`config.mk`:
```
export PLATFORM = sky130hd
export DESIGN_NAME = lsu_store_align
export DESIGN_NICKNAME = d
export VERILOG_FILES = /design/src/lsu_pkg.sv /design/src/lsu_store_align.sv
export VERILOG_INCLUDE_DIRS = /design/src /design/src/src
export SDC_FILE = /design/constraint.sdc
export NUM_CORES = 1
export LEC_CHECK = 0
export BUFFER_PORTS_ARGS = -buffer_cell sky130_fd_sc_hd__buf_2
export CAP_MARGIN = 0
export CORE_MARGIN = 5
export CORE_UTILIZATION = 27
export DETAILED_ROUTE_END_ITERATION = 8
export SYNTH_ARGS = -nofsm -noshare
export SYNTH_HDL_FRONTEND = slang
export SYNTH_SLANG_ARGS = --single-unit
```
`constraint.sdc`:
```
create_clock -name vclk -period 2.4
set_clock_uncertainty 0.05 [all_clocks]
set_input_delay 0.24 -clock vclk [all_inputs]
set_output_delay 0.24 -clock vclk [all_outputs]
set_load 0.02 [all_outputs]
```
`src/lsu_macros.svh`:
```
/* load/store unit macros
   bus widths, SRAM window and the lane-aligned device region */
`ifndef LSU_MACROS_SVH
`define LSU_MACROS_SVH

// bus widths
`define LSU_DATA_LEN 32
`define LSU_ADDR_LEN 32

// simulation SRAM window, depth in 32-bit words
`define LSU_SRAM_BASE 32'h8000_0000
`define LSU_SRAM_WORDS 256

// lane-aligned device region, covers the whole SRAM window
`define LSU_ALIGN_LO `LSU_SRAM_BASE
`define LSU_ALIGN_HI (`LSU_SRAM_BASE + 32'(`LSU_SRAM_WORDS) * 32'd4 - 32'd1)

`endif

```
`src/lsu_pkg.sv`:
```
/* load/store unit package
   request types, AXI-lite encodings and controller states */
`default_nettype none

package lsu_pkg;

	// load kinds, none marks a non-load
	typedef enum logic [2:0] {
		LOAD_NONE = 3'd0,
		LOAD_LB   = 3'd1,
		LOAD_LH   = 3'd2,
		LOAD_LW   = 3'd3,
		LOAD_LBU  = 3'd4,
		LOAD_LHU  = 3'd5
	} load_type_e;

	// store kinds, none marks a non-store
	typedef enum logic [1:0] {
		STORE_NONE = 2'd0,
		STORE_SB   = 2'd1,
		STORE_SH   = 2'd2,
		STORE_SW   = 2'd3
	} store_type_e;

	// AXI transfer size, log2 of the byte count
	typedef enum logic [2:0] {
		SIZE_1 = 3'b000,
		SIZE_2 = 3'b001,
		SIZE_4 = 3'b010
	} axi_size_e;

	typedef enum logic [1:0] {
		RESP_OKAY   = 2'b00,
		RESP_SLVERR = 2'b10
	} axi_resp_e;

	// controller states
	typedef enum logic [1:0] {
		S_IDLE = 2'd0,
		S_ADDR = 2'd1,
		S_RESP = 2'd2,
		S_DONE = 2'd3
	} lsu_state_e;

endpackage

`default_nettype wire

```
`src/lsu_store_align.sv`:
```
/* store aligner
   builds the byte strobe and lane-shifted write data for a store */
`default_nettype none
`timescale 1ns/1ns
`include "lsu_macros.svh"

module lsu_store_align (
	input  wire [`LSU_ADDR_LEN-1:0]      alu_result_i,
	input  wire [`LSU_DATA_LEN-1:0]      store_data_i,
	input  wire lsu_pkg::store_type_e    store_type_i,
	output logic [`LSU_DATA_LEN-1:0]     w_data_o,
	output logic [`LSU_DATA_LEN/8-1:0]   w_strb_o
);

	logic [`LSU_DATA_LEN/8-1:0] strb;
	logic [1:0] offset;
	logic in_align;

	assign offset = alu_result_i[1:0];
	assign in_align = (alu_result_i >= `LSU_ALIGN_LO) && (alu_result_i <= `LSU_ALIGN_HI);

	// low-lane strobe by store width
	always_comb begin
		case (store_type_i)
			lsu_pkg::STORE_SB: strb = 4'b0001;
			lsu_pkg::STORE_SH: strb = 4'b0011;
			lsu_pkg::STORE_SW: strb = 4'b1111;
			default: strb = 4'b0000;
		endcase
	end

	// device region gets lane placement, everything else goes out as is
	assign w_data_o = in_align ? (store_data_i << {offset, 3'b000}) : store_data_i;
	assign w_strb_o = in_align ? (strb << offset) : strb;

endmodule

`default_nettype wire

```
==> impl.org <==
** Status
- Result of the run :: finished, final reports clean

** Cells and area
- Number of sequential cells :: 0
- After layout, the clock buffer instance count stands at 0.
- Total inserted antenna cells :: 0
- Summing all flip-flop and latch instances after layout gives 0 um2.
- For this run, the number of standard cells in the final layout without fillers is 281.
- From synthesis to final layout, the design area changed by 56.6%.
- Most common cell after layout, fill and taps aside :: sky130_fd_sc_hd__buf_2
- Share of final-layout standard cells stronger than drive strength 1 :: 0.472
- After filler insertion, the fill cell instance count of the layout stands at 375.
- Leaving out fill and tap cells, the most frequent cells in the layout are sky130_fd_sc_hd__buf_2, sky130_fd_sc_hd__nand2_1, sky130_fd_sc_hd__o31ai_1.
- Once layout is complete, the utilization of the core stands at 0.444.
- At the end of the flow, the number of nets in the layout was 303.
- Footprint of the multi-input gates :: 891 um2

** Die
- From bottom edge to top edge, the die measures 69.7 um.
- Width of the die :: 69.7 um
- IO Pins :: 102
- Area of the core region :: 3390 um2
- Effective utilization at floorplan :: 0.283
- The floorplan step defined a die boundary enclosing 4850 um2.
- Row generation in the floorplan step produced 21 rows.

** Worst setup path
- At the worst endpoint, the required time is 2.11 ns.
- Data arrives at the worst endpoint at 1.80 ns.
- Kind of launch point of the worst setup path :: input pin
- Crit path top cell by count :: sky130_fd_sc_hd__buf_2
- Crit path max fanout :: 19
- The setup path with the least slack is of type input pin to output port.
- The signal on the critical path passes through buf_2 -> nor4_4 -> nand4_4 -> or2_1 -> buf_4 -> a221o_1 -> buf_2.
- On the critical path, the stage with the largest delay is an instance of sky130_fd_sc_hd__a221o_1.
- The largest single stage delay on the critical path is 0.37 ns.
- The most critical setup path has its startpoint at alu_result_i[11].
- STA classifies the critical path endpoint as an output port.

** Timing
- Post-layout min period :: 2.09 ns
- Tightest Pin Transition :: 0.479 ns
- Derived from the worst setup path, the maximum achievable clock frequency is 478 MHz.
- Setup violations remaining at the end of the flow were counted as 0.
- Adding up every negative setup slack in the final design gives 0 ns.
- Setup repair after global routing left no endpoint under its margin.
- Relative slew slack :: 0.679
- Total count of max-transition violations in the final report :: 0
- Count of final hold-check violations :: 0
- In the finished design, the share of the clock period the worst path needs comes to 0.872.

** Pwr
- Of the total power, registers draw 0.
- The analysis attributes to net switching a power of 0.141 mW.
- Power density over cell area :: 160 nW/um2
- The share of total power dissipated in combinational logic is 1.000.
- Static Leak :: 0.702 nW
- Of the total power, the clock network draws 0.
- Maximum vdd drop :: 0.0790 mV
- Cell internal power was estimated by the tool at 0.101 mW.
- Power consumption :: 0.241 mW
- Net switching fraction of the power :: 0.583

** Global route
- The initial antenna violation count is 0.
- The total overflow left after global routing is 0.
- In the global route stage, overall resource usage came out at 0.152.
- Global-route wire length before repair :: 6.39 mm
- Entering global routing, the biggest net connects 24 pins.
- Via count of the first global-routing pass :: 1,418

** Placement
- The congestion estimate from routability-driven global placement came to 0.838.
- The count of buffers added on input and output ports is 94.
- Total placed cells including tap cells :: 281
- Detailed placement finished with a half-perimeter wire length of 3.23 mm.

** Synth
- Counting every instance in the synthesized netlist gives 145.
- Net count after synthesis :: 211
- Synthesis instantiated 24 different standard cells from the library.
- Proportion of synthesized chip area in sequential cells :: 0
- Yosys warning count :: 0
- Average footprint of a synthesized cell :: 6.63 um2
- Post-synth design cell area :: 961 um2

** Drt
- In the routed layout, each cell is associated on average with a via count of 5.29.
- The count of nets left with antenna violations once routing finished came out at 0.
- In this run, the number of DRC markers left after iteration 0 of detailed routing was 149.
- Before antenna repair, the detailed router went through 4 iterations.
- DRC violations left :: 0
- Wires add up to 4.05 mm.
- Vias :: 1,486
- Avg WL per Cell :: 14.4 um

** Clock tree
- In this run the post-CTS setup repair buffer count came out at 0.
- Number of gates given a new drive strength after cts :: 0
- For this design, the CTS-stage hold fixing added 0 buffers.

** Hold path
- The tightest min-delay check is of the input pin to output port type.
- Worst hold path stage count :: 3
- Worst Hold End :: w_data_o[31]
- The worst hold path begins at store_data_i[31].

** Flow run
- The tool flagged a number of max-cap violations equal to 0.
## worst max-delay path, delay by kind of cell
family | cells | cell delay (ns)
AND/OR/NAND/NOR | 3 | 0.69
buffers and inverters | 3 | 0.49
AO/OA/AOI/OAI | 1 | 0.37
## power by group through the flow
stage	logic (mW)	clock network, mW	registers (mW)
6_report	0.241	0	0
5_1_grt	0.263	0	0
4_1_cts	0.243	0	0
3_5_place_dp	0.243	0	0
3_3_place_gp	0.242	0	0
2_1_floorplan	0.129	0	0
## worst max-delay path by stage
| stage | cells past startpoint | slack [ns] | endpoint |
|---|---|---|---|
| finish | 7 | 0.31 | w_data_o[19] |
| floorplan | 6 | 0.23 | w_data_o[10] |
| detailed placement | 8 | 0.29 | w_data_o[26] |
| global route | 8 | 0.12 | w_data_o[27] |
| global placement | 8 | 0.30 | w_data_o[26] |
| CTS | 8 | 0.29 | w_data_o[26] |
## metrics by stage
stage	hold WS, ns	worst slack [ns]	cell area, um2
global placement	0.777	0.302	1510
CTS	0.774	0.289	1510
finish	0.773	0.308	1510
floorplan	0.603	0.228	961
global route	0.795	0.123	1510
detailed placement	0.769	0.292	1510
## synthesized netlist by cell type
cell / n / area share
sky130_fd_sc_hd__nor4_1: 8 / 0.052
sky130_fd_sc_hd__buf_2: 2 / 0.010
sky130_fd_sc_hd__nor2_1: 5 / 0.020
sky130_fd_sc_hd__nor4b_1: 1 / 0.0091
sky130_fd_sc_hd__nand4_4: 1 / 0.022
sky130_fd_sc_hd__or2_1: 1 / 0.0065
sky130_fd_sc_hd__nor4_2: 1 / 0.013
sky130_fd_sc_hd__nor2b_1: 9 / 0.059
sky130_fd_sc_hd__clkbuf_1: 11 / 0.043
sky130_fd_sc_hd__a211o_1: 8 / 0.073
sky130_fd_sc_hd__o21ai_0: 8 / 0.042
sky130_fd_sc_hd__nor4_4: 4 / 0.089
sky130_fd_sc_hd__o22a_1: 1 / 0.0091
sky130_fd_sc_hd__a22oi_1: 1 / 0.0078
sky130_fd_sc_hd__mux2i_1: 8 / 0.083
sky130_fd_sc_hd__buf_6: 1 / 0.012
sky130_fd_sc_hd__a21oi_1: 1 / 0.0052
sky130_fd_sc_hd__nor3_1: 3 / 0.016
sky130_fd_sc_hd__a221o_1: 8 / 0.083
sky130_fd_sc_hd__inv_1: 1 / 0.0039
sky130_fd_sc_hd__buf_1: 1 / 0.0039
sky130_fd_sc_hd__o22ai_1: 1 / 0.0065
sky130_fd_sc_hd__nand2_1: 35 / 0.14
sky130_fd_sc_hd__o31ai_1: 25 / 0.20
## cells by family (layout without fill, tap and decap cells)
group	after synthesis	after routing	synth area share
simple gates	68	68	0.422
buf+inv	16	106	0.0729
mux	8	8	0.0833
compound gates	53	53	0.422
## routing by layer
layer | track usage | vias to the layer above | part of all wire
met3 | 0.0290 | 0 | 0.087
li1 | - | 747 | -
met2 | 0.288 | 68 | 0.50
met5 | 0 | - | 0
met1 | 0.187 | 671 | 0.41
met4 | 0 | 0 | 0
## final cells by class
class	instances	share of cell area
Inverter	1	0.00249
Tap cell	46	0.0382
Timing Repair Buffer	105	0.367
Multi-Input combinational cell	129	0.592
No activity file was read; power rests on OpenSTA's default activity.
