[src/lsu_macros.svh]
/* load/store unit macros
   bus widths, SRAM window and the lane-aligned device region */
`ifndef LSU_MACROS_SVH
`define LSU_MACROS_SVH

// bus widths
`define LSU_DATA_LEN 32
`define LSU_ADDR_LEN 32

// simulation SRAM window, depth in 32-bit words
`define LSU_SRAM_BASE 32'h8000_0000
`define LSU_SRAM_WORDS 256

// lane-aligned device region, covers the whole SRAM window
`define LSU_ALIGN_LO `LSU_SRAM_BASE
`define LSU_ALIGN_HI (`LSU_SRAM_BASE + 32'(`LSU_SRAM_WORDS) * 32'd4 - 32'd1)

`endif

[src/lsu_pkg.sv]
/* load/store unit package
   request types, AXI-lite encodings and controller states */
`default_nettype none

package lsu_pkg;

	// load kinds, none marks a non-load
	typedef enum logic [2:0] {
		LOAD_NONE = 3'd0,
		LOAD_LB   = 3'd1,
		LOAD_LH   = 3'd2,
		LOAD_LW   = 3'd3,
		LOAD_LBU  = 3'd4,
		LOAD_LHU  = 3'd5
	} load_type_e;

	// store kinds, none marks a non-store
	typedef enum logic [1:0] {
		STORE_NONE = 2'd0,
		STORE_SB   = 2'd1,
		STORE_SH   = 2'd2,
		STORE_SW   = 2'd3
	} store_type_e;

	// AXI transfer size, log2 of the byte count
	typedef enum logic [2:0] {
		SIZE_1 = 3'b000,
		SIZE_2 = 3'b001,
		SIZE_4 = 3'b010
	} axi_size_e;

	typedef enum logic [1:0] {
		RESP_OKAY   = 2'b00,
		RESP_SLVERR = 2'b10
	} axi_resp_e;

	// controller states
	typedef enum logic [1:0] {
		S_IDLE = 2'd0,
		S_ADDR = 2'd1,
		S_RESP = 2'd2,
		S_DONE = 2'd3
	} lsu_state_e;

endpackage

`default_nettype wire

[src/lsu_load_extend.sv]
/* load extender
   shifts raw read data down to lane 0 and sign- or zero-extends it */
`default_nettype none
`timescale 1ns/1ns
`include "lsu_macros.svh"

module lsu_load_extend (
	input  wire [`LSU_DATA_LEN-1:0]   raw_rdata_i,
	input  wire [1:0]                 ld_offset_i,
	input  wire                       ld_aligned_i,
	input  wire lsu_pkg::load_type_e  load_type_i,
	output logic [`LSU_DATA_LEN-1:0]  ld_result_o
);

	logic [`LSU_DATA_LEN-1:0] shifted;

	// only the device region has lane-placed data
	assign shifted = ld_aligned_i ? (raw_rdata_i >> {ld_offset_i, 3'b000}) : raw_rdata_i;

	always_comb begin
		case (load_type_i)
			lsu_pkg::LOAD_LB: begin
				ld_result_o = {{(`LSU_DATA_LEN-8){shifted[7]}}, shifted[7:0]};
			end
			lsu_pkg::LOAD_LH: begin
				ld_result_o = {{(`LSU_DATA_LEN-16){shifted[15]}}, shifted[15:0]};
			end
			lsu_pkg::LOAD_LBU: begin
				ld_result_o = {{(`LSU_DATA_LEN-8){1'b0}}, shifted[7:0]};
			end
			lsu_pkg::LOAD_LHU: begin
				ld_result_o = {{(`LSU_DATA_LEN-16){1'b0}}, shifted[15:0]};
			end
			// lw and anything else return the whole word
			default: begin
				ld_result_o = shifted;
			end
		endcase
	end

endmodule

`default_nettype wire

[config.mk]
export PLATFORM = sky130hd
export DESIGN_NAME = lsu_load_extend
export DESIGN_NICKNAME = d
export VERILOG_FILES = /design/src/lsu_pkg.sv /design/src/lsu_load_extend.sv
export VERILOG_INCLUDE_DIRS = /design/src /design/src/src
export SDC_FILE = /design/constraint.sdc
export NUM_CORES = 1
export LEC_CHECK = 0
export BUFFER_PORTS_ARGS = -buffer_cell sky130_fd_sc_hd__buf_4
export CORE_MARGIN = 5
export CORE_UTILIZATION = 48
export DETAILED_ROUTE_END_ITERATION = 10
export PLACE_DENSITY_LB_ADDON = 0.2
export SLEW_MARGIN = 15
export SYNTH_ARGS = -nofsm -noshare
export SYNTH_HDL_FRONTEND = slang
export SYNTH_SLANG_ARGS = --single-unit
[constraint.sdc]
create_clock -name vclk -period 2.8
set_input_delay 0.28 -clock vclk [all_inputs]
set_output_delay 0.28 -clock vclk [all_outputs]
set_load 0.02 [all_outputs]
==> results.cfg, run 1 <==
[logic_synthesis]
yosys_warnings = 0
share_of_synthesized_area_occupied_by_flip_flops_and_latches = 0
synth.avg_cell_area_sq_um = 6.32
syn-cell-area_sq_um = 1020
postSynthNetCount = 200
number_of_distinct_library_cells_after_synthesis = 31
syn-instance-count = 162

[detailed_routing]
routed_wirelength_microns = 3650
avgRoutedWirePerCell_microns = 15.0
drcViolationCount = 0
drtIter0Drc = 57
drt_pre_antenna_iters = 4
route.detailed.vias_per_inst = 5.97
num_vias = 1456
final_antenna_net_count = 0

[worst_setup_path]
worstSetupStartpointType = input port
crit_family = compound AO/OA/AOI/OAI gates
worstPathCellList = buf_4 > inv_1 > a22o_4 > o211ai_4 > nand3_1 > buf_4
worstPathArrival_ns = 2.05
worst-endpoint-required_ns = 2.52
worstSetupPathType = in -> out
crit_path_top_delay_cell = sky130_fd_sc_hd__o211ai_4
critical_path_buf_inv_count = 3
max_stage_delay_on_crit_path_ns = 0.46
end_kind = output port
cell_mode_on_critical_path = sky130_fd_sc_hd__buf_4
worstPathMaxFanout = 25

[floorplanning]
design.core.area_sq_um = 2000
die-area_sq_um = 3160
rows = 16
floorplan.die.width_microns = 56.2
initial_core_util = 0.511
vertical_die_dimension_microns = 56.2
top_level_ports = 70

[timing]
final.period_utilization = 0.832
worst_tran_pin_value_ns = 0.621
slew_headroom = 0.585
timing_max_transition_violations_final = 0
rsz0062_at_grt = false
final_critical_path_setup_slack_ns = 0.469
fmax_mhz = 429
final.min_clock_period_ns = 2.33
fin_tns_setup_ns = 0
setup_viol = 0
hold_violations = 0

[finish]
n_sequential_cell = 0
layout-area-overhead-vs-synth_pct = 46.5
most-common-layout-cells = sky130_fd_sc_hd__buf_4, sky130_fd_sc_hd__nand2_1, sky130_fd_sc_hd__o21ai_0
nClkBuffers = 0
final_layout_size_suffix_gt1_frac = 0.401
final_common_cell = sky130_fd_sc_hd__buf_4
final_nets = 257
seqCellArea_sq_um = 0
n_antenna_cell = 0

[run]
drv.max_cap_violation_count = 0

[place]
numPortBuffers = 70
globalplace.congestion = 0.817
dp.final_hpwl_microns = 2780
detailedPlace.worstSlack_ns = 0.488

[power]
cellPowerDensity_nw_per_um2 = 227
power.static_leakage_uw = 0.000757
power.ir.vdd_worst_mv = 0.176

[global_routing]
initial_antenna_violation_count = 0
first_global_vias = 1310
overflow = 0
grt_pass1_wl_microns = 5990
grt_util_overall = 0.219
grt_max_degree = 36

[run_status]
run_status = complete, no violations

[cts]
post-cts-setup-buffer-count = 0
post_cts_resized = 0
cts_hold_repair.buffers = 0

[hold_path]
hold_class = in -> out
-- cells by family after synthesis --
logic type             count (synthesis)  synth area share
AO/OA/AOI/OAI                         60             0.399
XOR/XNOR                               1           0.00856
buffers and inverters                 17            0.0966
multiplexers                           8            0.0782
AND/OR/NAND/NOR                       76             0.418
-- per-layer routing --
metal  global-route usage  wire length [microns]  vias up
met4               0.0271                     27        0
met5                    0                      0        -
met3               0.0232                    253        2
met1                0.313                   1600      677
met2                0.361                   1770       65
li1                     -                      -      712
-- worst paths after layout --
| check | start | end | slack [ns] | depth (start not counted) |
|---|---|---|---|---|
| setup / recovery | ld_aligned_i | ld_result_o[17] | 0.47 | 6 |
| hold / removal | raw_rdata_i[6] | ld_result_o[6] | 0.90 | 4 |
-- through the flow --
| step | std cells | instance area (sq um) | util | hold WS [ns] | total power, uW |
|---|---|---|---|---|---|
| final | 244 | 1500 | 0.749 | 0.895 | 340 |
| after global routing | 244 | 1500 | 0.749 | 0.925 | 366 |
| after CTS | 244 | 1500 | 0.749 | 0.894 | 340 |
| after detailed placement | 244 | 1500 | 0.749 | 0.894 | 338 |
| after global placement | 244 | 1500 | 0.749 | 0.892 | 332 |
| after floorplan | 162 | 1020 | - | 0.716 | 195 |
-- area by class of cell --
| cell class | instances | area (sq um) |
|---|---|---|
| well taps | 27 | 33.8 |
| fillers | 170 | 503 |
| multi-input cells | 145 | 928 |
| inverters | 1 | 3.75 |
| repair buffers | 71 | 533 |
-- synth_stat cells --
cell / number / share of area
sky130_fd_sc_hd__a21boi_2: 1 / 0.011
sky130_fd_sc_hd__a21oi_1: 15 / 0.073
sky130_fd_sc_hd__a221oi_1: 6 / 0.051
sky130_fd_sc_hd__a22o_4: 1 / 0.017
sky130_fd_sc_hd__a22oi_1: 1 / 0.0073
sky130_fd_sc_hd__a31oi_1: 6 / 0.037
sky130_fd_sc_hd__and3b_1: 1 / 0.0086
sky130_fd_sc_hd__buf_1: 1 / 0.0037
sky130_fd_sc_hd__buf_2: 7 / 0.034
sky130_fd_sc_hd__buf_6: 2 / 0.022
sky130_fd_sc_hd__buf_8: 1 / 0.015
sky130_fd_sc_hd__clkbuf_1: 5 / 0.018
sky130_fd_sc_hd__inv_1: 1 / 0.0037
sky130_fd_sc_hd__mux2i_1: 8 / 0.078
sky130_fd_sc_hd__nand2_1: 19 / 0.070
sky130_fd_sc_hd__nand2b_1: 10 / 0.061
sky130_fd_sc_hd__nand3_1: 16 / 0.078
sky130_fd_sc_hd__nand3_2: 10 / 0.098
sky130_fd_sc_hd__nand3b_1: 1 / 0.0073
sky130_fd_sc_hd__nor2_1: 9 / 0.033
sky130_fd_sc_hd__nor2b_1: 7 / 0.043
sky130_fd_sc_hd__nor3b_1: 1 / 0.0073
sky130_fd_sc_hd__o211ai_4: 1 / 0.021
sky130_fd_sc_hd__o21ai_0: 18 / 0.088
sky130_fd_sc_hd__o21ai_1: 1 / 0.0049
sky130_fd_sc_hd__o221a_2: 1 / 0.011
sky130_fd_sc_hd__o22a_1: 1 / 0.0086
sky130_fd_sc_hd__o2bb2ai_1: 8 / 0.068
sky130_fd_sc_hd__or2_2: 1 / 0.0061
sky130_fd_sc_hd__or3_1: 1 / 0.0061
sky130_fd_sc_hd__xnor2_1: 1 / 0.0086
-- worst min-delay path, stage by stage --
cell and delay (ns):
sky130_fd_sc_hd__buf_4 0.08, sky130_fd_sc_hd__a21oi_1 0.05, sky130_fd_sc_hd__o21ai_0 0.06, sky130_fd_sc_hd__buf_4 0.14
-- power by group --
group / switching, uW / total (uW) / internal, uW / leakage [uW]
clock: 0 / 0 / 0 / 0
sequential: 0 / 0 / 0 / 0
combinational: 188 / 340 / 152 / 0.000757
No activity file was read; power rests on OpenSTA's default activity.
==> run 2, diff against run 1 <==
--- a/config.mk
+++ b/config.mk
@@ -8,7 +8,7 @@
 export LEC_CHECK = 0
 export BUFFER_PORTS_ARGS = -buffer_cell sky130_fd_sc_hd__buf_4
 export CORE_MARGIN = 5
-export CORE_UTILIZATION = 48
+export CORE_UTILIZATION = 44
 export DETAILED_ROUTE_END_ITERATION = 10
 export PLACE_DENSITY_LB_ADDON = 0.2
 export SLEW_MARGIN = 15
==> constraint.sdc (replaced) <==
create_clock -name vclk -period 2.2
set_input_delay 0.22 -clock vclk [all_inputs]
set_output_delay 0.22 -clock vclk [all_outputs]
set_load 0.02 [all_outputs]
==> run 2 against run 1 <==
Effect of this change: sequential share of layout area is the same; largest cell class unchanged; critical path depth increased by 1; largest power group unchanged; count of clock-buffer cells in the layout unchanged.
==> results.cfg, run 2 (synthesis gave the netlist of run 1 again) <==
[finish]
multi_input_area_sq_um = 928
layout-area-overhead-vs-synth_pct = 50.0
fillers = 193
nClkBuffers = 0
final_nets = 260
n_antenna_cell = 0
most-common-layout-cells = sky130_fd_sc_hd__buf_4, sky130_fd_sc_hd__nand2_1, sky130_fd_sc_hd__o21ai_0
final_common_cell = sky130_fd_sc_hd__buf_4
n_sequential_cell = 0
post_layout_nonfiller_instances = 248
seqCellArea_sq_um = 0
final_layout_size_suffix_gt1_frac = 0.409
post-route-cell-area_sq_um = 1540

[worst_setup_path]
worstPathArrival_ns = 1.72
max_stage_delay_on_crit_path_ns = 0.32
worstSetupPathType = in -> out
worst-endpoint-required_ns = 1.98
worstSetupStartpointType = input port
crit_path_top_delay_cell = sky130_fd_sc_hd__and3b_1
critical_path_buf_inv_count = 3
worstPathMaxFanout = 32
worstPathCellList = buf_4 > and3b_1 > a22o_4 > o211ai_4 > buf_12 > nand3_1 > buf_4
crit_family = buffers and inverters
cell_mode_on_critical_path = sky130_fd_sc_hd__buf_4
end_kind = output port

[timing]
hold_violations = 0
fmax_mhz = 515
slew_headroom = 0.654
setup_viol = 0
final.min_clock_period_ns = 1.94
timing_max_transition_violations_final = 0
fin_tns_setup_ns = 0
rsz0062_at_grt = false
worst_tran_pin_value_ns = 0.518
timing.hold.ws_ns = 0.777
final.period_utilization = 0.882

[detailed_routing]
drcViolationCount = 0
route.detailed.vias_per_inst = 5.82
routed_wirelength_microns = 3790
drtIter0Drc = 47
final_antenna_net_count = 0
num_vias = 1443
avgRoutedWirePerCell_microns = 15.3
drt_pre_antenna_iters = 5

[power]
power.ir.vdd_worst_mv = 0.188
cellPowerDensity_nw_per_um2 = 286
power.static_leakage_uw = 0.000777

[floorplanning]
vertical_die_dimension_microns = 58.2
floorplan.die.width_microns = 58.2
die-area_sq_um = 3390
rows = 17
initial_core_util = 0.463
top_level_ports = 70
design.core.area_sq_um = 2210

[cts]
post-cts-setup-buffer-count = 0
post_cts_resized = 0
cts_hold_repair.buffers = 0

[place]
numPortBuffers = 70
dp.final_hpwl_microns = 2910
globalplace.congestion = 0.814
dp_cells = 247
dpl-instance-area_sq_um = 1520

[run_status]
run_status = complete, no violations

[global_routing]
overflow = 0
first_global_vias = 1338
grt_pass1_wl_microns = 5930
grt_util_overall = 0.209
initial_antenna_violation_count = 0
grt_max_degree = 33

[run]
drv.max_cap_violation_count = 0

[hold_path]
hold_class = in -> out
## run 2: power by group
part	internal [uW]	switching (uW)	leakage, uW
clock	0	0	0
sequential	0	0	0
combinational	198	242	0.000777
## run 2: path summary, 6_finish.rpt
path	slack, ns	start	cells after the start	end
min	0.78	raw_rdata_i[4]	4	ld_result_o[4]
max	0.26	ld_offset_i[1]	7	ld_result_o[18]
## run 2: final cells by class
class              instances  share of cell area
repair buffers            74               0.370
multi-input cells        145               0.605
well taps                 28              0.0228
inverters                  1             0.00244
## run 2: metrics by stage
step,total power [uW],utilization,setup slack [ns]
2_1_floorplan,248,-,0.568
3_3_place_gp,427,0.685,0.176
3_5_place_dp,435,0.685,0.108
4_1_cts,437,0.685,0.0946
5_1_grt,471,0.694,0.190
6_report,440,0.694,0.260
## run 2: tightest hold or removal path, delay by kind of cell
kind,cells,cell delay (ns)
buffers and inverters,2,0.22
AO/OA/AOI/OAI,2,0.11
## run 2: routing by layer
metal  global-route usage  wire (microns)  part of all wire  vias up
li1                     -               -                 -      721
met1                0.271            1620              0.43      662
met2                0.363            1830              0.48       60
met3               0.0468             332             0.088        0
met4               0.0232               0                 0        0
met5                    0               0                 0        -
