## src/lsu_macros.svh

```systemverilog
/* load/store unit macros
   bus widths, SRAM window and the lane-aligned device region */
`ifndef LSU_MACROS_SVH
`define LSU_MACROS_SVH

// bus widths
`define LSU_DATA_LEN 32
`define LSU_ADDR_LEN 32

// simulation SRAM window, depth in 32-bit words
`define LSU_SRAM_BASE 32'h8000_0000
`define LSU_SRAM_WORDS 256

// lane-aligned device region, covers the whole SRAM window
`define LSU_ALIGN_LO `LSU_SRAM_BASE
`define LSU_ALIGN_HI (`LSU_SRAM_BASE + 32'(`LSU_SRAM_WORDS) * 32'd4 - 32'd1)

`endif

```

## src/lsu_pkg.sv

```systemverilog
/* load/store unit package
   request types, AXI-lite encodings and controller states */
`default_nettype none

package lsu_pkg;

	// load kinds, none marks a non-load
	typedef enum logic [2:0] {
		LOAD_NONE = 3'd0,
		LOAD_LB   = 3'd1,
		LOAD_LH   = 3'd2,
		LOAD_LW   = 3'd3,
		LOAD_LBU  = 3'd4,
		LOAD_LHU  = 3'd5
	} load_type_e;

	// store kinds, none marks a non-store
	typedef enum logic [1:0] {
		STORE_NONE = 2'd0,
		STORE_SB   = 2'd1,
		STORE_SH   = 2'd2,
		STORE_SW   = 2'd3
	} store_type_e;

	// AXI transfer size, log2 of the byte count
	typedef enum logic [2:0] {
		SIZE_1 = 3'b000,
		SIZE_2 = 3'b001,
		SIZE_4 = 3'b010
	} axi_size_e;

	typedef enum logic [1:0] {
		RESP_OKAY   = 2'b00,
		RESP_SLVERR = 2'b10
	} axi_resp_e;

	// controller states
	typedef enum logic [1:0] {
		S_IDLE = 2'd0,
		S_ADDR = 2'd1,
		S_RESP = 2'd2,
		S_DONE = 2'd3
	} lsu_state_e;

endpackage

`default_nettype wire

```

## src/lsu_ctrl.sv

```systemverilog
/* load/store controller
   request FSM driving the AXI-lite channels and capturing responses */
`default_nettype none
`timescale 1ns/1ns
`include "lsu_macros.svh"

module lsu_ctrl (
	input  wire                          clock,
	input  wire                          rstn,
	input  wire                          req_valid_i,
	input  wire [`LSU_ADDR_LEN-1:0]      alu_result_i,
	input  wire lsu_pkg::load_type_e     load_type_i,
	input  wire lsu_pkg::store_type_e    store_type_i,
	input  wire [`LSU_DATA_LEN-1:0]      w_data_al_i,
	input  wire [`LSU_DATA_LEN/8-1:0]    w_strb_al_i,
	input  wire [`LSU_DATA_LEN-1:0]      ld_result_i,
	// read address
	output logic [`LSU_ADDR_LEN-1:0]     ar_addr_o,
	output lsu_pkg::axi_size_e           ar_size_o,
	output logic                         ar_valid_o,
	input  wire                          ar_ready_i,
	// read data
	input  wire [`LSU_DATA_LEN-1:0]      r_data_i,
	input  wire lsu_pkg::axi_resp_e      r_resp_i,
	input  wire                          r_valid_i,
	output logic                         r_ready_o,
	// write address
	output logic [`LSU_ADDR_LEN-1:0]     aw_addr_o,
	output lsu_pkg::axi_size_e           aw_size_o,
	output logic                         aw_valid_o,
	input  wire                          aw_ready_i,
	// write data
	output logic [`LSU_DATA_LEN-1:0]     w_data_o,
	output logic [`LSU_DATA_LEN/8-1:0]   w_strb_o,
	output logic                         w_valid_o,
	input  wire                          w_ready_i,
	// write response
	input  wire lsu_pkg::axi_resp_e      b_resp_i,
	input  wire                          b_valid_i,
	output logic                         b_ready_o,
	// to the load extender
	output logic [`LSU_DATA_LEN-1:0]     raw_rdata_o,
	output logic [1:0]                   ld_offset_o,
	output logic                         ld_aligned_o,
	// completion
	output logic                         done_o,
	output logic [`LSU_DATA_LEN-1:0]     wdata_o,
	output logic                         err_o,
	output logic                         mem_inst_o
);

	lsu_pkg::lsu_state_e state_q;
	lsu_pkg::lsu_state_e state_d;
	logic is_load;
	logic is_store;
	logic aw_done_q;
	logic w_done_q;
	logic aw_ok;
	logic w_ok;
	logic r_hs;
	logic b_hs;
	logic err_q;
	logic in_align;

	assign is_load = (load_type_i != lsu_pkg::LOAD_NONE);
	assign is_store = (store_type_i != lsu_pkg::STORE_NONE);
	assign in_align = (alu_result_i >= `LSU_ALIGN_LO) && (alu_result_i <= `LSU_ALIGN_HI);

	// address phase, loads take priority over stores
	assign ar_valid_o = (state_q == lsu_pkg::S_ADDR) && is_load;
	assign aw_valid_o = (state_q == lsu_pkg::S_ADDR) && !is_load && is_store && !aw_done_q;
	assign w_valid_o = (state_q == lsu_pkg::S_ADDR) && !is_load && is_store && !w_done_q;
	assign ar_addr_o = alu_result_i;
	assign aw_addr_o = alu_result_i;
	assign w_data_o = w_data_al_i;
	assign w_strb_o = w_strb_al_i;

	// write address and data may handshake in different cycles
	assign aw_ok = aw_done_q || (aw_valid_o && aw_ready_i);
	assign w_ok = w_done_q || (w_valid_o && w_ready_i);

	// response phase
	assign r_ready_o = (state_q == lsu_pkg::S_RESP) && is_load;
	assign b_ready_o = (state_q == lsu_pkg::S_RESP) && !is_load && is_store;
	assign r_hs = r_valid_i && r_ready_o;
	assign b_hs = b_valid_i && b_ready_o;

	always_comb begin
		case (load_type_i)
			lsu_pkg::LOAD_LB, lsu_pkg::LOAD_LBU: ar_size_o = lsu_pkg::SIZE_1;
			lsu_pkg::LOAD_LH, lsu_pkg::LOAD_LHU: ar_size_o = lsu_pkg::SIZE_2;
			default: ar_size_o = lsu_pkg::SIZE_4;
		endcase
	end

	always_comb begin
		case (store_type_i)
			lsu_pkg::STORE_SB: aw_size_o = lsu_pkg::SIZE_1;
			lsu_pkg::STORE_SH: aw_size_o = lsu_pkg::SIZE_2;
			default: aw_size_o = lsu_pkg::SIZE_4;
		endcase
	end

	always_comb begin
		state_d = state_q;
		case (state_q)
			lsu_pkg::S_IDLE: begin
				if (req_valid_i)
					state_d = lsu_pkg::S_ADDR;
			end
			lsu_pkg::S_ADDR: begin
				// non-memory requests skip the bus entirely
				if (!is_load && !is_store)
					state_d = lsu_pkg::S_DONE;
				else if (is_load && ar_ready_i)
					state_d = lsu_pkg::S_RESP;
				else if (!is_load && aw_ok && w_ok)
					state_d = lsu_pkg::S_RESP;
			end
			lsu_pkg::S_RESP: begin
				if (r_hs || b_hs)
					state_d = lsu_pkg::S_DONE;
			end
			default: begin
				state_d = lsu_pkg::S_IDLE;
			end
		endcase
	end

	always_ff @(posedge clock) begin
		if (!rstn) begin
			state_q <= lsu_pkg::S_IDLE;
			aw_done_q <= 1'b0;
			w_done_q <= 1'b0;
			err_q <= 1'b0;
		end else begin
			state_q <= state_d;
			// handshake flags only live inside the address phase
			if (state_d == lsu_pkg::S_ADDR && state_q == lsu_pkg::S_ADDR) begin
				aw_done_q <= aw_ok;
				w_done_q <= w_ok;
			end else begin
				aw_done_q <= 1'b0;
				w_done_q <= 1'b0;
			end
			if (state_q == lsu_pkg::S_IDLE && req_valid_i)
				err_q <= 1'b0;
			else if (r_hs)
				err_q <= (r_resp_i != lsu_pkg::RESP_OKAY);
			else if (b_hs)
				err_q <= (b_resp_i != lsu_pkg::RESP_OKAY);
		end
	end

	// read payload, an error reads back as zero
	always_ff @(posedge clock) begin
		if (r_hs) begin
			raw_rdata_o <= (r_resp_i == lsu_pkg::RESP_OKAY) ? r_data_i : '0;
			ld_offset_o <= alu_result_i[1:0];
			ld_aligned_o <= in_align;
		end
	end

	assign done_o = (state_q == lsu_pkg::S_DONE);
	assign err_o = err_q;
	assign wdata_o = is_load ? ld_result_i : alu_result_i;
	assign mem_inst_o = (state_q != lsu_pkg::S_IDLE) && (is_load || is_store);

endmodule

`default_nettype wire

```

## config.mk

```make
export PLATFORM = sky130hd
export DESIGN_NAME = lsu_ctrl
export DESIGN_NICKNAME = d
export VERILOG_FILES = /design/src/lsu_pkg.sv /design/src/lsu_ctrl.sv
export VERILOG_INCLUDE_DIRS = /design/src /design/src/src
export SDC_FILE = /design/constraint.sdc
export NUM_CORES = 1
export LEC_CHECK = 0
export BUFFER_PORTS_ARGS = -buffer_cell sky130_fd_sc_hd__buf_2
export CAP_MARGIN = 20
export CORE_AREA = 2 2 129 131
export CTS_BUF_LIST = sky130_fd_sc_hd__clkbuf_8
export CTS_CLUSTER_DIAMETER = 150
export DETAILED_ROUTE_END_ITERATION = 10
export DIE_AREA = 0 0 131 133
export GPL_TIMING_DRIVEN = 0
export PLACE_DENSITY = 0.45
export SLEW_MARGIN = 20
export SYNTH_ARGS = -nofsm -noshare
export SYNTH_HDL_FRONTEND = slang
export SYNTH_SLANG_ARGS = --single-unit
```

## constraint.sdc

```tcl
create_clock -name clock -period 5.15 [get_ports clock]
set_input_delay 0 -clock clock [delete_from_list [all_inputs] [get_ports clock]]
set_output_delay 0 -clock clock [all_outputs]
set_load 0.01 [all_outputs]
```

==> parameters.txt, run 1 <==
Parameter                              Value

Run status
  Result of the run ... finished clean

Job
  Max-capacitance violation count ... 0

Place
  Post-Place Setup Slack ... 3487 ps
  # placed instances ... 863
  Total half-perimeter wirelength after legalization and detailed placement ... 10190 um
  Count of input and output buffers ... 291
  Area after DPL ... 4706 um2
  Weighted congestion at the end of routability-driven global placement ... 0.8238

Global routing
  Vias in the first global route ... 3220
  Aggregate global routing overflow ... 0
  Maximum number of pins on one net before global-route repair ... 31
  Initial antenna violation count ... 0
  First-pass GRT wire length ... 17350 um
  Combined global-route utilization of all metal layers ... 0.1283

Floorplan
  Overall die width ... 131 um
  Chip Height ... 133 um
  Die Footprint ... 17420 um2
  Starting utilization of the core area ... 0.1824
  Core Area ... 16170 um2
  Placement row count ... 47
  Top-level I/O count ... 330

Cells and area
  Layout overhead on the synthesized area ... 75.82%
  Fraction of the core area covered by cells at the end of the flow ... 0.3206
  Commonest cells after routing, fill and taps aside ... sky130_fd_sc_hd__buf_2 (296), sky130_fd_sc_hd__nand2_1 (104), sky130_fd_sc_hd__buf_4 (103)
  Most common cell after layout, fill and taps aside ... sky130_fd_sc_hd__buf_2
  Final net count ... 836
  Non-filler instance count after layout ... 905
  Total non-filler cell area in the finished layout ... 5185 um2
  Share of post-route cells with drive strength above 1 ... 0.6029
  Count of fill cells added during filler insertion ... 1737
  N_diodes ... 0

Worst setup path
  Startpoint Class ... input pin
  Crit path kind ... input pin to primary output
  Data arrival time at the worst-slack endpoint ... 1610 ps
  Worst Path Required ... 5150 ps
  CP Capture Type ... primary output
  Highest net fanout along the worst path ... 10

STA
  Worst Clk Skew ... 2.280 ps
  Final setup TNS ... 0 ps
  Final worst-path cycle share ... 0.3121
  Final setup fails ... 0
  Setup repair after global routing missed its margin ... no
  Pin slew with the least headroom to its limit ... 619.7 ps
  Highest clock rate ... 622.2 MHz
  Number of hold-slack violations in the final timing report ... 0
  Max Transition Viols Final ... 0
  Worst Setup Slack, final ... 3543 ps
  Max-slew headroom at the worst pin ... 0.5837
  Shortest period the worst path allows ... 1607 ps
  WHS ... 29.42 ps

Synth
  Fraction of the mapped netlist area in compound gates ... 0.03734
  Post-Synth XOR/XNOR Area ... 0
  Yosys synthesis warning count ... 0
  Synth Register Bits ... 40
  Commonest register cell after synthesis ... sky130_fd_sc_hd__edfxtp_1
  Proportion of synthesized area in mux cells ... 0.003394
  Proportion of synthesized chip area in sequential cells ... 0.3903
  Simple logic cell fraction of the synthesized area ... 0.2741
  Synth Area in Adders ... 0.008485
  Combinational family with the most area after synthesis ... buffers and inverters
  Average cell area after synthesis ... 8.426 um2
  Number of distinct library cells after synthesis ... 38
  Number of synthesized flops with an enable pin ... 35
  Post-Synthesis Cell Area ... 2949 um2
  Number of cells produced by synthesis ... 350
  Async set-reset flop share out of synthesis ... 0

CTS
  Setup repair bufs after CTS ... 0
  CTS max path bufs ... 2
  Clock-pin slew reported for the worst setup and hold paths after clock tree synthesis ... 70 ps
  Clk Latency, worst-skew pair ... 290 ps
  Number of buffers added by the clock tree synthesis step ... 5
  H-Tree Level Count ... 2
  Clock sink total ... 40
  Clock tree from TritonCTS ... built
  Clock root buffer ... sky130_fd_sc_hd__clkbuf_8

Power and ir drop
  Internal Pwr Total ... 0.7265 mW
  Combinational share of power ... 0.333
  Proportion of power drawn by flip-flops and latches ... 0.367
  Switching power as a share of total power ... 0.2683
  Largest vdd supply drop ... 103.5 uV
  Power Density ... 191.5 nW/um2
  Leak pwr ... 2.817 nW
  Net switching power figure ... 0.2664 mW
  Clock network fraction of total power ... 0.300
  Total power draw ... 0.9929 mW

Drt
  Initial DRC count ... 105
  Total via count after detailed routing ... 3347
  Router iterations before antenna repair ... 4
  Number of remaining DRC errors ... 0
  Vias per inst ... 3.698
  WL final ... 12100 um
  Post-DR wirelength/cell ... 13.37 um
  Final ANT Viol Nets ... 0

Worst hold path
  Min-Delay Path Class ... input pin to flop
final timing paths:
path,from,to,slack (ps),depth (start not counted)
hold / removal,aw_ready_i,aw_done_q,30,3
setup reg to reg,state_q[0],err_o,3690,5
setup / recovery,load_type_i[1],wdata_o[28],3540,7
hold reg to reg,aw_done_q,aw_done_q,580,2
kinds of logic after synthesis:
family                   Yosys count
other                              1
adder cells (fa/ha/maj)            2
AND/OR/NAND/NOR                  171
flip-flops                        40
AO/OA/AOI/OAI                     16
multiplexers                       1
buffers and inverters            119
synth_stat cells (2+ instances only):
cell	n	area, um2
sky130_fd_sc_hd__a21oi_1	4	20.02
sky130_fd_sc_hd__and2_1	35	219.0
sky130_fd_sc_hd__buf_1	2	7.510
sky130_fd_sc_hd__buf_2	5	25.02
sky130_fd_sc_hd__buf_4	103	773.2
sky130_fd_sc_hd__clkbuf_1	4	15.01
sky130_fd_sc_hd__dfxtp_1	5	100.1
sky130_fd_sc_hd__edfxtp_1	35	1051
sky130_fd_sc_hd__ha_1	2	25.02
sky130_fd_sc_hd__inv_1	4	15.01
sky130_fd_sc_hd__nand2_1	104	390.4
sky130_fd_sc_hd__nor2_1	10	37.54
sky130_fd_sc_hd__nor2b_1	2	12.51
sky130_fd_sc_hd__nor3_1	5	25.02
sky130_fd_sc_hd__nor4_1	4	25.02
sky130_fd_sc_hd__o21ai_0	4	20.02
power groups by stage:
| stage | Clock (mW) | Sequential, mW | Combinational (mW) |
|---|---|---|---|
| 6_report | 0.298 | 0.364 | 0.330 |
| 3_5_place_dp | 0 | 0.372 | 0.313 |
| 3_3_place_gp | 0 | 0.372 | 0.310 |
| 5_1_grt | 0.319 | 0.365 | 0.362 |
| 4_1_cts | 0.311 | 0.364 | 0.336 |
| 2_1_floorplan | 0 | 0.375 | 0.160 |
layer usage:
layer,GRT usage,vias to the layer above,wire (um)
met4,0.03073,0,116
li1,-,1689,-
met1,0.1567,1470,4985
met3,0.03275,6,1110
met5,0,-,0
met2,0.2234,182,5886
timing repair:
action	in CTS	in global routing
hold buffers	35	0
gates resized for setup	0	0
endpoints found under the setup margin	0	0
endpoints found under the hold margin	35	0
critical path, stage by stage:
cell                      delay (ps)
sky130_fd_sc_hd__buf_2           120
sky130_fd_sc_hd__nor3_1          530
sky130_fd_sc_hd__buf_2           370
sky130_fd_sc_hd__buf_2           290
sky130_fd_sc_hd__nand2_1          90
sky130_fd_sc_hd__nand2_1          60
sky130_fd_sc_hd__buf_2           120
final cells by class:
class / instances / area [um2] / share of cell area
plain buffers: 115 / 825.8 / 0.1593
repair buffers: 327 / 1827 / 0.3523
well taps: 220 / 275.3 / 0.05309
inverters: 4 / 15.01 / 0.002896
clock inverters: 2 / 60.06 / 0.01158
flip-flops and latches: 40 / 1151 / 0.2220
clock buffers: 5 / 68.82 / 0.01327
multi-input cells: 192 / 962.2 / 0.1856
state kept, by name, indices dropped and copies added, names as in the netlist:
| name | count |
|---|---|
| raw_rdata_o | 32 |
| ld_offset_o | 2 |
| state_q | 2 |
| aw_done_q | 1 |
| err_o | 1 |
| ld_aligned_o | 1 |
| w_done_q | 1 |
(Power assumes the default switching activity.)
==> inputs of run 2 (changes only) <==
Settings changed: ABC_AREA from default to 1, CORE_AREA 2 2 129 131 to 2 2 130 132, DIE_AREA 0 0 131 133 to 0 0 132 134.
Clock period 5.15 ns to 1.67 ns, I/O delays scaled along.
==> run 2 against run 1 <==
Compared with the run above:
- largest cell class unchanged
- die area up 1.5%
- global-route usage down 0.39 points
- sequential cell count unchanged
- clock-buffer cell count unchanged
- routed wire length down 1.9%
- highest routed layer unchanged
- utilization down 1.1 points
- clock power rose to 2.6 times the previous value
- critical endpoint is now err_o
- hold slack worse by 19 ps
- cell count up 3.2%
==> parameters.txt, run 2 <==
Parameter                              Value

CTS
  Clock root buffer ... sky130_fd_sc_hd__clkbuf_8
  Clock-pin slew reported for the worst setup and hold paths after clock tree synthesis ... 70 ps (about the same)
  Clock tree from TritonCTS ... built
  CTS max path bufs ... 2 (unchanged)
  Setup repair bufs after CTS ... 0 (unchanged)
  H-Tree Level Count ... 2 (unchanged)
  Clk Latency, worst-skew pair ... 290 ps (about the same)
  Clock sink total ... 40 (unchanged)
  Number of buffers added by the clock tree synthesis step ... 5 (unchanged)

Drt
  Router iterations before antenna repair ... 4 (unchanged)
  Post-DR wirelength/cell ... 12.70 um (-5.0%)
  WL final ... 11870 um (-1.9%)
  Number of remaining DRC errors ... 0 (unchanged)
  Initial DRC count ... 64 (-39%)
  Final ANT Viol Nets ... 0 (unchanged)
  Total via count after detailed routing ... 3299 (-1.4%)
  Vias per inst ... 3.532 (-4.5%)

Synth
  Number of cells produced by synthesis ... 393 (+12%)
  Top post-synthesis cells by area ... sky130_fd_sc_hd__edfxtp_1 (35%), sky130_fd_sc_hd__buf_4 (26%), sky130_fd_sc_hd__nand2_1 (13%)
  Cell with the most instances after synthesis ... sky130_fd_sc_hd__nand2_1
  Yosys synthesis warning count ... 0 (unchanged)
  Top cell type's share of synthesized area ... 0.3515 (-0.004921)
  Async set-reset flop share out of synthesis ... 0 (unchanged)
  Number of distinct library cells after synthesis ... 25 (-34%)
  Number of synthesized flops with an enable pin ... 35 (unchanged)
  Commonest register cell after synthesis ... sky130_fd_sc_hd__edfxtp_1
  Synth Register Bits ... 40 (unchanged)
  Library cell occupying the most area in the post-synthesis netlist ... sky130_fd_sc_hd__edfxtp_1
  Post-Synthesis Cell Area ... 2990 um2 (+1.4%)
  Most frequent cells after synthesis ... sky130_fd_sc_hd__nand2_1 (107), sky130_fd_sc_hd__buf_4 (103), sky130_fd_sc_hd__inv_1 (50), sky130_fd_sc_hd__nor2_1 (42), sky130_fd_sc_hd__edfxtp_1 (35)
  Average cell area after synthesis ... 7.609 um2 (-9.7%)
  Proportion of synthesized chip area in sequential cells ... 0.3849 (-0.005389)

Worst setup path
  Slowest stage delay, CP ... 350 ps (-180 ps)
  Ordered list of cells on the worst path ... inv_2 -> nor2_1 -> inv_2 -> nor2_4 -> nand2_2 -> inv_6 -> nand2_1 -> o211ai_2 -> nand2_1 -> nor2_1
  Data arrival time at the worst-slack endpoint ... 1750 ps (+140 ps)
  CP Capture Type ... flop
  Cell with the largest stage delay on the worst path ... sky130_fd_sc_hd__dfxtp_1
  Crit path kind ... flop to flop
  Highest net fanout along the worst path ... 36 (+26)
  Startpoint Class ... flop
  Worst path top cell family by delay ... simple AND/OR/NAND/NOR gates
  Worst Path Required ... 1910 ps (-3240 ps)
  Combined buffer and inverter count along the critical path ... 3 (-1)

Global routing
  Maximum number of pins on one net before global-route repair ... 37 (+19%)
  Combined global-route utilization of all metal layers ... 0.1244 (-0.003874)
  Aggregate global routing overflow ... 0 (unchanged)
  Initial antenna violation count ... 0 (unchanged)
  Vias in the first global route ... 3213 (-0.22%)
  First-pass GRT wire length ... 17280 um (-0.40%)

Floorplan
  Core Area ... 16290 um2 (+0.73%)
  Overall die width ... 132 um (+0.76%)
  Placement row count ... 47 (unchanged)
  Die Footprint ... 17690 um2 (+1.5%)
  Starting utilization of the core area ... 0.1836 (+0.001218)
  Top-level I/O count ... 330 (unchanged)
  Chip Height ... 134 um (+0.75%)

Cells and area
  Non-filler instance count after layout ... 934 (+3.2%)
  Share of post-route cells with drive strength above 1 ... 0.5896 (-0.01328)
  Register with the most flip-flops ... raw_rdata_o
  Final net count ... 864 (+3.3%)
  Largest register FFs ... 32 (unchanged)
  Layout overhead on the synthesized area ... 68.83%
  Count of fill cells added during filler insertion ... 1840 (+5.9%)
  N_diodes ... 0 (unchanged)
  Commonest cells after routing, fill and taps aside ... sky130_fd_sc_hd__buf_2 (296), sky130_fd_sc_hd__nand2_1 (107), sky130_fd_sc_hd__buf_4 (103)
  Total non-filler cell area in the finished layout ... 5049 um2 (-2.6%)
  Most common cell after layout, fill and taps aside ... sky130_fd_sc_hd__buf_2
  Registers with the most flip-flops ... raw_rdata_o (32), ld_offset_o (2), state_q (2)

Place
  Weighted congestion at the end of routability-driven global placement ... 0.7435 (-9.7%)
  Area after DPL ... 4726 um2 (+0.43%)
  Total half-perimeter wirelength after legalization and detailed placement ... 10270 um (+0.71%)
  Count of input and output buffers ... 291 (unchanged)
  # placed instances ... 905 (+4.9%)

Power and ir drop
  Total power draw ... 2.817 mW (+180%)
  Proportion of power drawn by flip-flops and latches ... 0.394 (+0.027)
  Internal Pwr Total ... 2.021 mW (+180%)
  Clock network fraction of total power ... 0.272 (-0.028)
  Combinational share of power ... 0.334 (about the same)
  Largest vdd supply drop ... 347.4 uV (+240%)
  Net switching power figure ... 0.7959 mW (+200%)
  Leak pwr ... 2.961 nW (+5.1%)
  Switching power as a share of total power ... 0.2825 (+0.01415)
  Power Density ... 558.0 nW/um2 (+190%)

STA
  Max Transition Viols Final ... 0 (unchanged)
  Highest clock rate ... 661.6 MHz
  Final worst-path cycle share ... 0.9051
  Setup repair after global routing missed its margin ... no
  Number of hold-slack violations in the final timing report ... 0 (unchanged)
  Final setup fails ... 0 (unchanged)
  Shortest period the worst path allows ... 1511 ps
  Worst Clk Skew ... 2.912 ps (+0.6323 ps)

Run status
  Result of the run ... finished clean

Worst hold path
  Min-Delay Path Class ... input pin to flop

Job
  Max-capacitance violation count ... 0 (unchanged)
## run 2: cell count changes in the layout (fill, tap and decap cells not counted), sizes merged, moves of 4 or more
cell         change
nand3            +4
and2            -35
nor3             -4
inv             +51
nor2            +34
dlygate4sd3     -14
nand2            +6
## run 2: logic make-up (layout without fill, tap and decap cells)
group	after synthesis	after routing	share of synthesized area
and+or+nand+nor	169	169	0.2372
adders and majority gates	2	2	0.008367
buffers and inverters	168	488	0.3439
other	1	2	0.001254
DFF	40	40	0.3849
AOI/OAI and AO/OA	13	13	0.02426
## run 2: power groups by stage
| stage | clock, mW | sequential (mW) | combinational [mW] |
|---|---|---|---|
| final | 0.766 | 1.11 | 0.941 |
| after detailed placement | 0 | 1.13 | 0.918 |
| after floorplan | 0 | 1.14 | 0.468 |
| after CTS | 0.805 | 1.11 | 0.960 |
| after global routing | 0.824 | 1.11 | 1.03 |
| after global placement | 0 | 1.13 | 0.918 |
## run 2: timing repair
item / CTS / global route
hold buffers: 21 / 0
setup endpoints to repair: 36 / 1
gates resized for setup: 1 / 1
hold endpoints to repair: 23 / 0
## run 2: final timing paths
| path | start | to | slack (ps) | cells after the start |
|---|---|---|---|---|
| setup / recovery | state_q[1] | err_o | 160 | 10 |
| hold / removal | r_data_i[23] | raw_rdata_o[23] | 10 | 3 |
| setup reg to reg | state_q[1] | err_o | 160 | 10 |
| hold reg to reg | aw_done_q | aw_done_q | 480 | 2 |
## run 2: tightest hold or removal path: stages
cell and delay, ps:
sky130_fd_sc_hd__buf_2 80, sky130_fd_sc_hd__inv_1 30, sky130_fd_sc_hd__nor2_1 80
## run 2: area by class of cell
cell class                      count  area, um2  area share
Tap cell                          220      275.3     0.05452
Inverter                           55      216.5     0.04287
Clock inverter                      3      38.79    0.007683
Timing Repair Buffer              312       1667      0.3301
Clock buffer                        5      68.82     0.01363
Multi-Input combinational cell    186      814.5      0.1613
Sequential cell                    40       1151      0.2280
Buffer                            113      817.0      0.1618
## run 2: metal layers
metal | track usage | routed length [um] | share of wire | vias to the layer above
li1 | - | - | - | 1726
met1 | 0.1479 | 4792 | 0.40 | 1379
met2 | 0.2271 | 5972 | 0.50 | 187
met3 | 0.02759 | 980 | 0.083 | 7
met4 | 0.03080 | 119 | 0.010 | 0
met5 | 0 | 0 | 0 | -
## run 2: stage by stage
stage / utilization / hold WS, ps / setup TNS, ps / worst slack [ps]
final: 0.3099 / 10.31 / 0 / 158.5
after global routing: 0.3099 / 9.665 / 0 / 13.69
after CTS: 0.3098 / 0.1428 / 0 / 45.58
after detailed placement: 0.2901 / 185.5 / -3072 / -153.8
after global placement: 0.2901 / 184.8 / -3624 / -172.1
after floorplan: - / 77.47 / 0 / 93.65
